--- src/design/radio_core_pkg.sv ---
// Radio core control-plane definitions
package radio_core_pkg;

   ////////////////////////////////////////////////////////////
   // Bus and settings geometry
   localparam int WB_DW  = 16;        // Master data width
   localparam int WB_AW  = 11;        // Master byte address width
   localparam int SET_AW = 8;         // Setting register address
   localparam int SET_DW = 32;        // Setting register data

   // Slave picked by address bits 10:7
   typedef enum logic [1:0] {
      SLV_MISC,                       // 4'h0
      SLV_READBACK,                   // 4'h7
      SLV_SETTINGS,                   // 4'h8 to 4'hF
      SLV_NONE
   } wb_slave_e;

   ////////////////////////////////////////////////////////////
   // Setting register map
   localparam int SR_TIME64       = 42;   // +0 time high, +1 time low and load
   localparam int SR_REG_TEST32   = 60;
   localparam int SR_GLOBAL_RESET = 63;

   // Misc slave offsets on address bits 6:0
   localparam logic [6:0] REG_CGEN_CTRL = 7'd4;
   localparam logic [6:0] REG_CGEN_ST   = 7'd6;
   localparam logic [6:0] REG_TEST      = 7'd8;

   localparam logic [WB_DW-1:0] MISC_DEFAULT_READ = 16'hBEEF;

   ////////////////////////////////////////////////////////////
   // Readback
   // Bump when the register map changes in an incompatible way
   localparam logic [SET_DW-1:0] COMPAT_NUM = {16'd8, 16'd1};   // Major, minor
   localparam int RB_WORDS = 16;

endpackage
--- src/design/radio_core.sv ---
// Radio core control plane
`timescale 1ns/1ps

module radio_core
  (input  logic                            wb_clk,
   input  logic                            wb_rst,
   input  logic [radio_core_pkg::WB_AW-1:0] wb_adr_i,
   input  logic [radio_core_pkg::WB_DW-1:0] wb_dat_i,
   input  logic                            wb_we_i,
   input  logic                            wb_cyc_i,
   input  logic                            wb_stb_i,
   output logic [radio_core_pkg::WB_DW-1:0] wb_dat_o,
   output logic                            wb_ack_o,
   input  logic                            cgen_st_status_i,
   input  logic                            cgen_st_ld_i,
   input  logic                            cgen_st_refmon_i,
   output logic                            cgen_sync_b_o,
   output logic                            cgen_ref_sel_o,
   input  logic                            pps_i);

   import radio_core_pkg::*;

   logic              core_rst;            // From the reset synchronizer
   logic [WB_AW-1:0]  s_adr;
   logic [WB_DW-1:0]  s_dat;
   logic              s_we;
   logic              misc_stb, misc_ack, rb_stb, rb_ack, set_bus_stb, set_bus_ack;
   logic [WB_DW-1:0]  misc_dat, rb_dat;
   logic              set_stb;
   logic [SET_AW-1:0] set_addr;
   logic [SET_DW-1:0] set_data;
   logic [SET_DW-1:0] test32;
   logic [2*SET_DW-1:0] vita_time, vita_time_pps;

   ////////////////////////////////////////////////////////////
   // Single master intercon
   wb_slave_decode wb_slave_decode_i
     (.m_adr_i(wb_adr_i), .m_dat_i(wb_dat_i), .m_we_i(wb_we_i),
      .m_cyc_i(wb_cyc_i), .m_stb_i(wb_stb_i),
      .m_dat_o(wb_dat_o), .m_ack_o(wb_ack_o),
      .misc_stb_o(misc_stb), .rb_stb_o(rb_stb), .set_bus_stb_o(set_bus_stb),
      .s_adr_o(s_adr), .s_dat_o(s_dat), .s_we_o(s_we),
      .misc_dat_i(misc_dat), .misc_ack_i(misc_ack),
      .rb_dat_i(rb_dat), .rb_ack_i(rb_ack), .set_bus_ack_i(set_bus_ack));

   // Slave 0
   misc_regs misc_regs_i
     (.wb_clk(wb_clk), .rst_i(core_rst), .stb_i(misc_stb), .we_i(s_we),
      .adr_i(s_adr), .dat_i(s_dat), .dat_o(misc_dat), .ack_o(misc_ack),
      .cgen_st_status_i(cgen_st_status_i), .cgen_st_ld_i(cgen_st_ld_i),
      .cgen_st_refmon_i(cgen_st_refmon_i),
      .cgen_sync_b_o(cgen_sync_b_o), .cgen_ref_sel_o(cgen_ref_sel_o));

   // Slave 8, eight slots wide
   settings_bus_16le settings_bus_16le_i
     (.wb_clk(wb_clk), .rst_i(core_rst), .stb_i(set_bus_stb), .we_i(s_we),
      .adr_i(s_adr), .dat_i(s_dat), .ack_o(set_bus_ack),
      .set_stb_o(set_stb), .set_addr_o(set_addr), .set_data_o(set_data));

   // Slave 7
   readback_mux_16le #(.COMPAT(COMPAT_NUM)) readback_mux_16le_i
     (.wb_clk(wb_clk), .rst_i(core_rst), .stb_i(rb_stb), .adr_i(s_adr),
      .dat_o(rb_dat), .ack_o(rb_ack),
      .vita_time_i(vita_time), .vita_time_pps_i(vita_time_pps), .test32_i(test32));

   ////////////////////////////////////////////////////////////
   // Setting consumers
   vita_timer #(.BASE(SR_TIME64)) vita_timer_i
     (.wb_clk(wb_clk), .rst_i(core_rst), .set_stb_i(set_stb),
      .set_addr_i(set_addr), .set_data_i(set_data), .pps_i(pps_i),
      .vita_time_o(vita_time), .vita_time_pps_o(vita_time_pps));

   core_settings #(.TEST32_ADDR(SR_REG_TEST32), .RESET_ADDR(SR_GLOBAL_RESET))
   core_settings_i
     (.wb_clk(wb_clk), .wb_rst(wb_rst), .set_stb_i(set_stb),
      .set_addr_i(set_addr), .set_data_i(set_data),
      .test32_o(test32), .rst_o(core_rst));

endmodule

--- src/design/core_settings.sv ---
// Core settings and reset generation
`timescale 1ns/1ps

module core_settings
  #(parameter int TEST32_ADDR = radio_core_pkg::SR_REG_TEST32,
    parameter int RESET_ADDR  = radio_core_pkg::SR_GLOBAL_RESET)
  (input  logic                             wb_clk,
   input  logic                             wb_rst,
   input  logic                             set_stb_i,
   input  logic [radio_core_pkg::SET_AW-1:0] set_addr_i,
   input  logic [radio_core_pkg::SET_DW-1:0] set_data_i,
   output logic [radio_core_pkg::SET_DW-1:0] test32_o,
   output logic                             rst_o);

   import radio_core_pkg::*;

   logic       rst_pulse;                  // Global reset request
   logic       rst_req;
   logic [1:0] rst_sync;

   // Survives global reset so software can tell the FPGA stayed loaded
   always_ff @(posedge wb_clk)
   begin
      if (set_stb_i && (set_addr_i == SET_AW'(TEST32_ADDR)))
         test32_o <= set_data_i;
   end

   always_ff @(posedge wb_clk)
   begin
      if (wb_rst)
         rst_pulse <= 1'b0;
      else
         rst_pulse <= set_stb_i && (set_addr_i == SET_AW'(RESET_ADDR));
   end

   assign rst_req = wb_rst | rst_pulse;

   // Both stages set together, release ripples out over two edges
   always_ff @(posedge wb_clk)
   begin
      if (rst_req)
         rst_sync <= 2'b11;
      else
         rst_sync <= {rst_sync[0], 1'b0};
   end

   assign rst_o = rst_sync[1];

endmodule

--- src/design/vita_timer.sv ---
// 64-bit VITA tick counter
`timescale 1ns/1ps

module vita_timer
  #(parameter int BASE = radio_core_pkg::SR_TIME64)
  (input  logic                               wb_clk,
   input  logic                               rst_i,
   input  logic                               set_stb_i,
   input  logic [radio_core_pkg::SET_AW-1:0]   set_addr_i,
   input  logic [radio_core_pkg::SET_DW-1:0]   set_data_i,
   input  logic                               pps_i,
   output logic [2*radio_core_pkg::SET_DW-1:0] vita_time_o,
   output logic [2*radio_core_pkg::SET_DW-1:0] vita_time_pps_o);

   import radio_core_pkg::*;

   localparam logic [SET_AW-1:0] ADDR_HI = SET_AW'(BASE);
   localparam logic [SET_AW-1:0] ADDR_LO = SET_AW'(BASE + 1);

   logic [SET_DW-1:0] time_hi_pend;        // Held until the low word loads
   logic              load;
   logic              pps_meta, pps_sync, pps_prev;
   logic              pps_rise;

   assign load = set_stb_i && (set_addr_i == ADDR_LO);

   always_ff @(posedge wb_clk)
   begin
      if (set_stb_i && (set_addr_i == ADDR_HI))
         time_hi_pend <= set_data_i;
   end

   ////////////////////////////////////////////////////////////
   // Tick counter
   always_ff @(posedge wb_clk)
   begin
      if (rst_i)
         vita_time_o <= '0;
      else if (load)
         vita_time_o <= {time_hi_pend, set_data_i};
      else
         vita_time_o <= vita_time_o + 1'b1;
   end

   ////////////////////////////////////////////////////////////
   // PPS capture
   // pps_i is asynchronous to wb_clk
   always_ff @(posedge wb_clk)
   begin
      if (rst_i)
      begin
         pps_meta <= 1'b0;
         pps_sync <= 1'b0;
         pps_prev <= 1'b0;
      end
      else
      begin
         pps_meta <= pps_i;
         pps_sync <= pps_meta;
         pps_prev <= pps_sync;
      end
   end

   assign pps_rise = pps_sync & ~pps_prev;

   always_ff @(posedge wb_clk)
   begin
      if (rst_i)
         vita_time_pps_o <= '0;
      else if (pps_rise)
         vita_time_pps_o <= vita_time_o;   // Third edge after the input rises
   end

endmodule

--- src/design/readback_mux_16le.sv ---
// 32-bit status readback in 16-bit halves
`timescale 1ns/1ps

module readback_mux_16le
  #(parameter logic [radio_core_pkg::SET_DW-1:0] COMPAT = radio_core_pkg::COMPAT_NUM)
  (input  logic                               wb_clk,
   input  logic                               rst_i,
   input  logic                               stb_i,
   input  logic [radio_core_pkg::WB_AW-1:0]    adr_i,
   output logic [radio_core_pkg::WB_DW-1:0]    dat_o,
   output logic                               ack_o,
   input  logic [2*radio_core_pkg::SET_DW-1:0] vita_time_i,
   input  logic [2*radio_core_pkg::SET_DW-1:0] vita_time_pps_i,
   input  logic [radio_core_pkg::SET_DW-1:0]   test32_i);

   import radio_core_pkg::*;

   logic [SET_DW-1:0] rb_word [RB_WORDS];
   logic [SET_DW-1:0] sel_word;

   // Word map
   always_comb
   begin
      for (int i = 0; i < RB_WORDS; i++)
         rb_word[i] = '0;
      rb_word[0] = vita_time_i[2*SET_DW-1:SET_DW];
      rb_word[1] = vita_time_i[SET_DW-1:0];
      rb_word[2] = vita_time_pps_i[2*SET_DW-1:SET_DW];
      rb_word[3] = vita_time_pps_i[SET_DW-1:0];
      rb_word[4] = test32_i;
      rb_word[6] = COMPAT;
   end

   assign sel_word = rb_word[adr_i[5:2]];

   // Data lands with ack
   always_ff @(posedge wb_clk)
   begin
      dat_o <= adr_i[1] ? sel_word[SET_DW-1:WB_DW] : sel_word[WB_DW-1:0];
   end

   always_ff @(posedge wb_clk)
   begin
      if (rst_i)
         ack_o <= 1'b0;
      else
         ack_o <= stb_i & ~ack_o;          // One-cycle gap between acks
   end

   // Returned half was registered from the address still on the bus
   ack_adr_held: assert property (@(posedge wb_clk) disable iff (rst_i)
                                  ack_o |-> $stable(adr_i[5:1]));

endmodule

--- src/design/settings_bus_16le.sv ---
// 16-bit to 32-bit settings bus
`timescale 1ns/1ps

module settings_bus_16le
  (input  logic                             wb_clk,
   input  logic                             rst_i,
   input  logic                             stb_i,
   input  logic                             we_i,
   input  logic [radio_core_pkg::WB_AW-1:0]  adr_i,
   input  logic [radio_core_pkg::WB_DW-1:0]  dat_i,
   output logic                             ack_o,
   output logic                             set_stb_o,
   output logic [radio_core_pkg::SET_AW-1:0] set_addr_o,
   output logic [radio_core_pkg::SET_DW-1:0] set_data_o);

   import radio_core_pkg::*;

   logic [WB_DW-1:0] low_half;             // Waits for the high half
   logic             wr_lo, wr_hi;

   assign wr_lo = stb_i & we_i & ~adr_i[1];
   assign wr_hi = stb_i & we_i &  adr_i[1];

   always_ff @(posedge wb_clk)
   begin
      if (wr_lo)
         low_half <= dat_i;
      if (wr_hi)
      begin
         set_addr_o <= adr_i[SET_AW+1:2];
         set_data_o <= {dat_i, low_half};
      end
   end

   // High half commits the setting
   always_ff @(posedge wb_clk)
   begin
      if (rst_i)
         set_stb_o <= 1'b0;
      else
         set_stb_o <= wr_hi;
   end

   assign ack_o = stb_i;

   // Master drops stb after each ack, so a setting is a single pulse
   set_stb_single: assert property (@(posedge wb_clk) disable iff (rst_i)
                                    set_stb_o |=> !set_stb_o);

endmodule

--- src/design/misc_regs.sv ---
// Clock generator and test registers
`timescale 1ns/1ps

module misc_regs
  (input  logic                            wb_clk,
   input  logic                            rst_i,
   input  logic                            stb_i,
   input  logic                            we_i,
   input  logic [radio_core_pkg::WB_AW-1:0] adr_i,
   input  logic [radio_core_pkg::WB_DW-1:0] dat_i,
   output logic [radio_core_pkg::WB_DW-1:0] dat_o,
   output logic                            ack_o,
   input  logic                            cgen_st_status_i,
   input  logic                            cgen_st_ld_i,
   input  logic                            cgen_st_refmon_i,
   output logic                            cgen_sync_b_o,
   output logic                            cgen_ref_sel_o);

   import radio_core_pkg::*;

   logic [WB_DW-1:0] reg_cgen_ctrl;
   logic [WB_DW-1:0] reg_test;

   always_ff @(posedge wb_clk)
   begin
      if (rst_i)
      begin
         reg_cgen_ctrl <= 16'd3;           // Sync deasserted, external ref
         reg_test      <= '0;
      end
      else if (stb_i && we_i)
      begin
         case (adr_i[6:0])
            REG_CGEN_CTRL: reg_cgen_ctrl <= dat_i;
            REG_TEST:      reg_test      <= dat_i;
            default:       ;
         endcase
      end
   end

   assign {cgen_sync_b_o, cgen_ref_sel_o} = reg_cgen_ctrl[1:0];

   always_comb
   begin
      case (adr_i[6:0])
         REG_CGEN_CTRL: dat_o = reg_cgen_ctrl;
         REG_CGEN_ST:   dat_o = {13'd0, cgen_st_status_i, cgen_st_ld_i, cgen_st_refmon_i};
         REG_TEST:      dat_o = reg_test;
         default:       dat_o = MISC_DEFAULT_READ;
      endcase
   end

   assign ack_o = stb_i;                   // Zero wait state

endmodule

--- src/design/wb_slave_decode.sv ---
// Single master address decoder
`timescale 1ns/1ps

module wb_slave_decode
  (input  logic [radio_core_pkg::WB_AW-1:0] m_adr_i,
   input  logic [radio_core_pkg::WB_DW-1:0] m_dat_i,
   input  logic                            m_we_i,
   input  logic                            m_cyc_i,
   input  logic                            m_stb_i,
   output logic [radio_core_pkg::WB_DW-1:0] m_dat_o,
   output logic                            m_ack_o,
   output logic                            misc_stb_o,
   output logic                            rb_stb_o,
   output logic                            set_bus_stb_o,
   output logic [radio_core_pkg::WB_AW-1:0] s_adr_o,
   output logic [radio_core_pkg::WB_DW-1:0] s_dat_o,
   output logic                            s_we_o,
   input  logic [radio_core_pkg::WB_DW-1:0] misc_dat_i,
   input  logic                            misc_ack_i,
   input  logic [radio_core_pkg::WB_DW-1:0] rb_dat_i,
   input  logic                            rb_ack_i,
   input  logic                            set_bus_ack_i);

   import radio_core_pkg::*;

   wb_slave_e slv;
   logic      access;                      // Live bus cycle

   // Top four address bits pick the slave
   always_comb
   begin
      if (m_adr_i[WB_AW-1])
         slv = SLV_SETTINGS;               // Upper half of the map
      else if (m_adr_i[WB_AW-1:WB_AW-4] == 4'h0)
         slv = SLV_MISC;
      else if (m_adr_i[WB_AW-1:WB_AW-4] == 4'h7)
         slv = SLV_READBACK;
      else
         slv = SLV_NONE;
   end

   assign access        = m_cyc_i & m_stb_i;
   assign misc_stb_o    = access & (slv == SLV_MISC);
   assign rb_stb_o      = access & (slv == SLV_READBACK);
   assign set_bus_stb_o = access & (slv == SLV_SETTINGS);

   assign s_adr_o = m_adr_i;
   assign s_dat_o = m_dat_i;
   assign s_we_o  = m_we_i;

   // Return path, unmapped space stays silent
   always_comb
   begin
      case (slv)
         SLV_MISC:     {m_dat_o, m_ack_o} = {misc_dat_i, misc_ack_i};
         SLV_READBACK: {m_dat_o, m_ack_o} = {rb_dat_i, rb_ack_i};
         SLV_SETTINGS: {m_dat_o, m_ack_o} = {{WB_DW{1'b0}}, set_bus_ack_i};
         default:      {m_dat_o, m_ack_o} = {{WB_DW{1'b0}}, 1'b0};
      endcase
   end

   // Registered slave acks must still fall before the master drops its strobe
   always_comb
   begin
      if (m_ack_o)
         ack_in_cycle: assert final (m_cyc_i && m_stb_i);
   end

endmodule

--- config.mk ---
export PLATFORM = sky130hd
export DESIGN_NAME = radio_core
export DESIGN_NICKNAME = d
export VERILOG_FILES = /design/src/design/radio_core_pkg.sv /design/src/design/radio_core.sv /design/src/design/core_settings.sv /design/src/design/vita_timer.sv /design/src/design/readback_mux_16le.sv /design/src/design/settings_bus_16le.sv /design/src/design/misc_regs.sv /design/src/design/wb_slave_decode.sv
export SDC_FILE = /design/constraint.sdc
export NUM_CORES = 1
export LEC_CHECK = 0
export BUFFER_PORTS_ARGS = -buffer_cell sky130_fd_sc_hd__buf_4
export CAP_MARGIN = 20
export CORE_AREA = 2 2 156 158
export DETAILED_ROUTE_END_ITERATION = 10
export DIE_AREA = 0 0 158 160
export HOLD_SLACK_MARGIN = 0.06
export PLACE_DENSITY_LB_ADDON = 0.3
export SYNTH_ARGS = -nofsm -noshare
export SYNTH_HDL_FRONTEND = slang
export SYNTH_SLANG_ARGS = --single-unit
--- constraint.sdc ---
create_clock -name wb_clk -period 4.9 [get_ports wb_clk]
set_clock_uncertainty 0.15 [all_clocks]
set_input_delay 0.49 -clock wb_clk [delete_from_list [all_inputs] [get_ports wb_clk]]
set_output_delay 0.49 -clock wb_clk [all_outputs]
set_load 0.005 [all_outputs]
==> reports/summary.txt <==
Worst Path Required: 4260 ps
initial antenna violation count: 0
Worst Max-Slew Pin Slew: 1098 ps
initial core utilization: 0.5399
core area: 0.02382 mm^2
outcome: completed
antenna cells: 0
flops & latches, synth: 304
min Tclk post-route: 3713 ps
die width: 158 um
synth cell count leaders: nand2_1, dfxtp_1, edfxtp_1
register area share after synthesis: 0.5666
crit-path max FO: 14
largest net degree at the start of global routing: 109
layout cell share with drive strength beyond 1: 0.1349
Slew headroom: 0.2681
final hold viol count: 0
final period utilization: 0.7578
Leakage: 4.667 nW
VDD IR max: 0.2665 mV
routed via count: 9816
Tot GR Track Use: 0.2541
DR iter-0 viols: 873
Yosys top cell area share: 0.2864
Cell Rows: 57
Cell variety after synth: 52
# H-tree levels: 1
Max Freq: 269.3 MHz
Synth area leader: dfxtp_1
syn avg cell area: 10.40 um^2
router iterations before antenna repair: 6
RSZ-0062 raised after global routing: false
total wire length: 31.73 mm
ys async rst share: 0
Slew Viols, Final: 0
Post-Syn Instances: 1237
first-pass GRT wire length: 50.74 mm
hold crit path type: input pin to flip-flop
CP Launch Type: input pin
Final #Nets: 1310
total gr overflow: 0
Syn Nets: 1274
DP HPWL: 20.75 mm
CTS clock-pin slew for the worst setup and hold paths: 60 ps
post-route cell area: 0.01471 mm^2
die footprint: 0.02528 mm^2
CTS Sinks: 304
max-cap viol count: 0
total of warnings raised by yosys: 0
footprint of the multi-input gates: 0.005238 mm^2
CTS Buf Count: 30
crit end category: output port
Routed WL per cell: 19.57 um
vias in the first global route: 9363
critical path arrival: 3070 ps
synthesized cell area: 0.01286 mm^2
Port Buffer Count: 54
setup bufs post-CTS: 0
average vias per placed instance: 6.056
register cell area after layout: 0.007291 mm^2
Power Dens Cells: 344.2 mW/mm^2
setup tns final: 0 ps
drc violations: 0
top area cells in the synthesized netlist: dfxtp_1, edfxtp_1, nand2_1
CTS tree: yes
dominant synthesized flop cell: dfxtp_1
final-report setup violation count: 0
Final Wtd Congestion: 0.9674
DP Area: 0.01347 mm^2
ANT nets after route: 0
Clock Tree Buf Depth: 3
EDFF count, synth: 120
Setup CP Type: input pin to output port
most numerous cell in the Yosys netlist: nand2_1
Syn-to-layout area delta: 14.36%
root buf cell: clkbuf_16
io pins: 55
filler instances: 1940
die height: 160 um
Clk Latency, worst-skew pair: 550 ps
-- routing by layer --
metal / global-route usage / share of wire / vias to the layer above
li1: - / - / 4570
met4: 0.07944 / 0.031 / 0
met5: 0 / 0 / -
met3: 0.03609 / 0.079 / 83
met2: 0.3992 / 0.47 / 432
met1: 0.3672 / 0.42 / 4731
-- path summary, 6_finish.rpt --
check	start	to	slack, ps	cells past startpoint
min	wb_stb_i	readback_mux_16le_i.ack_o$_SDFF_PP0_	80	3
min reg2reg	core_settings_i.rst_sync[0]$_DFF_P_	core_settings_i.rst_sync[1]$_SDFF_PP1_	260	1
max reg2reg	vita_timer_i.vita_time_o[0]$_SDFF_PP0_	vita_timer_i.vita_time_o[60]$_SDFF_PP0_	1640	6
max	wb_adr_i[6]	wb_dat_o[4]	1190	7
-- worst max-delay path, stage by stage --
cell           delay, ps
dlygate4sd3_1        550
buf_4                140
or4_1                590
a21o_1               380
or2_2                390
o21ai_0              340
buf_4                180
-- cell usage in the layout, fill, tap and decap left out, types with 5 or more instances in the layout --
master         instances
or3_1                 19
nor2_1               100
clkbuf_16             31
o22a_1                14
o21ai_0               31
nor2b_1                6
a311oi_1              24
o31ai_1                7
nand3_1               37
or4_1                 13
a21o_1                 5
dlygate4sd3_1         22
nand4_1               19
xnor2_1               20
dfxtp_1              183
a211oi_1              34
mux4_2                32
or2_2                  5
clkinv_2               8
nand2_1              242
xor2_1                14
edfxtp_1             120
a21oi_1              104
mux2i_1               28
a221oi_1              13
inv_1                 13
nor3_1                13
nor4_1                 8
clkbuf_1               7
buf_4                 66
-- where the power goes --
group | switching (mW) | internal, mW
clock network | 0.971 | 1.30
logic | 0.0855 | 0.0637
registers | 0.0156 | 2.63
-- stage by stage --
stage | utilization | cells | hold WS [ps] | total power [mW] | worst slack, ps
3_3_place_gp | 0.5655 | 1540 | 241.9 | 2.830 | 1311
3_5_place_dp | 0.5655 | 1540 | 240.0 | 2.832 | 1288
6_report | 0.6174 | 1621 | 76.62 | 5.061 | 1187
5_1_grt | 0.6174 | 1621 | 96.35 | 5.208 | 1202
2_1_floorplan | - | 1237 | 234.4 | 2.771 | 1191
4_1_cts | 0.6158 | 1618 | 66.68 | 5.082 | 911.0
-- timing repair --
item                      4_1_cts  5_1_grt
resized for setup               0        0
hold endpoints to repair       56        0
hold buffers                   22        0
-- logic make-up (layout without fill, tap and decap cells) --
group	count (synthesis)	after routing	share of synthesized area
xor gates and xnor gates	34	34	0.02316
buffers and inverters	99	159	0.02977
muxes	60	60	0.07784
DFF	304	304	0.5666
and+or+nand+nor	498	498	0.1815
AOI/OAI and AO/OA	241	241	0.1202
adders and majority gates	1	1	0.0009728
-- sequential cells by signal, indices dropped and copies added, names as in the netlist --
| name | cells |
|---|---|
| settings_bus_16le_i.set_addr_o | 8 |
| vita_timer_i.vita_time_o | 64 |
| misc_regs_i.reg_test | 16 |
| vita_timer_i.vita_time_pps_o | 64 |
| core_settings_i.rst_pulse | 1 |
| misc_regs_i.reg_cgen_ctrl | 16 |
| vita_timer_i.time_hi_pend | 32 |
| readback_mux_16le_i.dat_o | 16 |
| settings_bus_16le_i.set_data_o | 32 |
| settings_bus_16le_i.low_half | 16 |
| vita_timer_i.pps_sync | 1 |
| vita_timer_i.pps_meta | 1 |
| readback_mux_16le_i.ack_o | 1 |
| settings_bus_16le_i.set_stb_o | 1 |
| vita_timer_i.pps_prev | 1 |
| core_settings_i.rst_sync | 2 |
| core_settings_i.test32_o | 32 |
-- area by class of cell --
class	instances	area share
flip-flops and latches	304	0.4957
clock buffers	40	0.05641
repair buffers	90	0.05079
inverters	13	0.003318
clock inverters	16	0.01004
multi-input cells	834	0.3561
well taps	324	0.02757
Note: power is estimated with default switching activity, not from simulation.
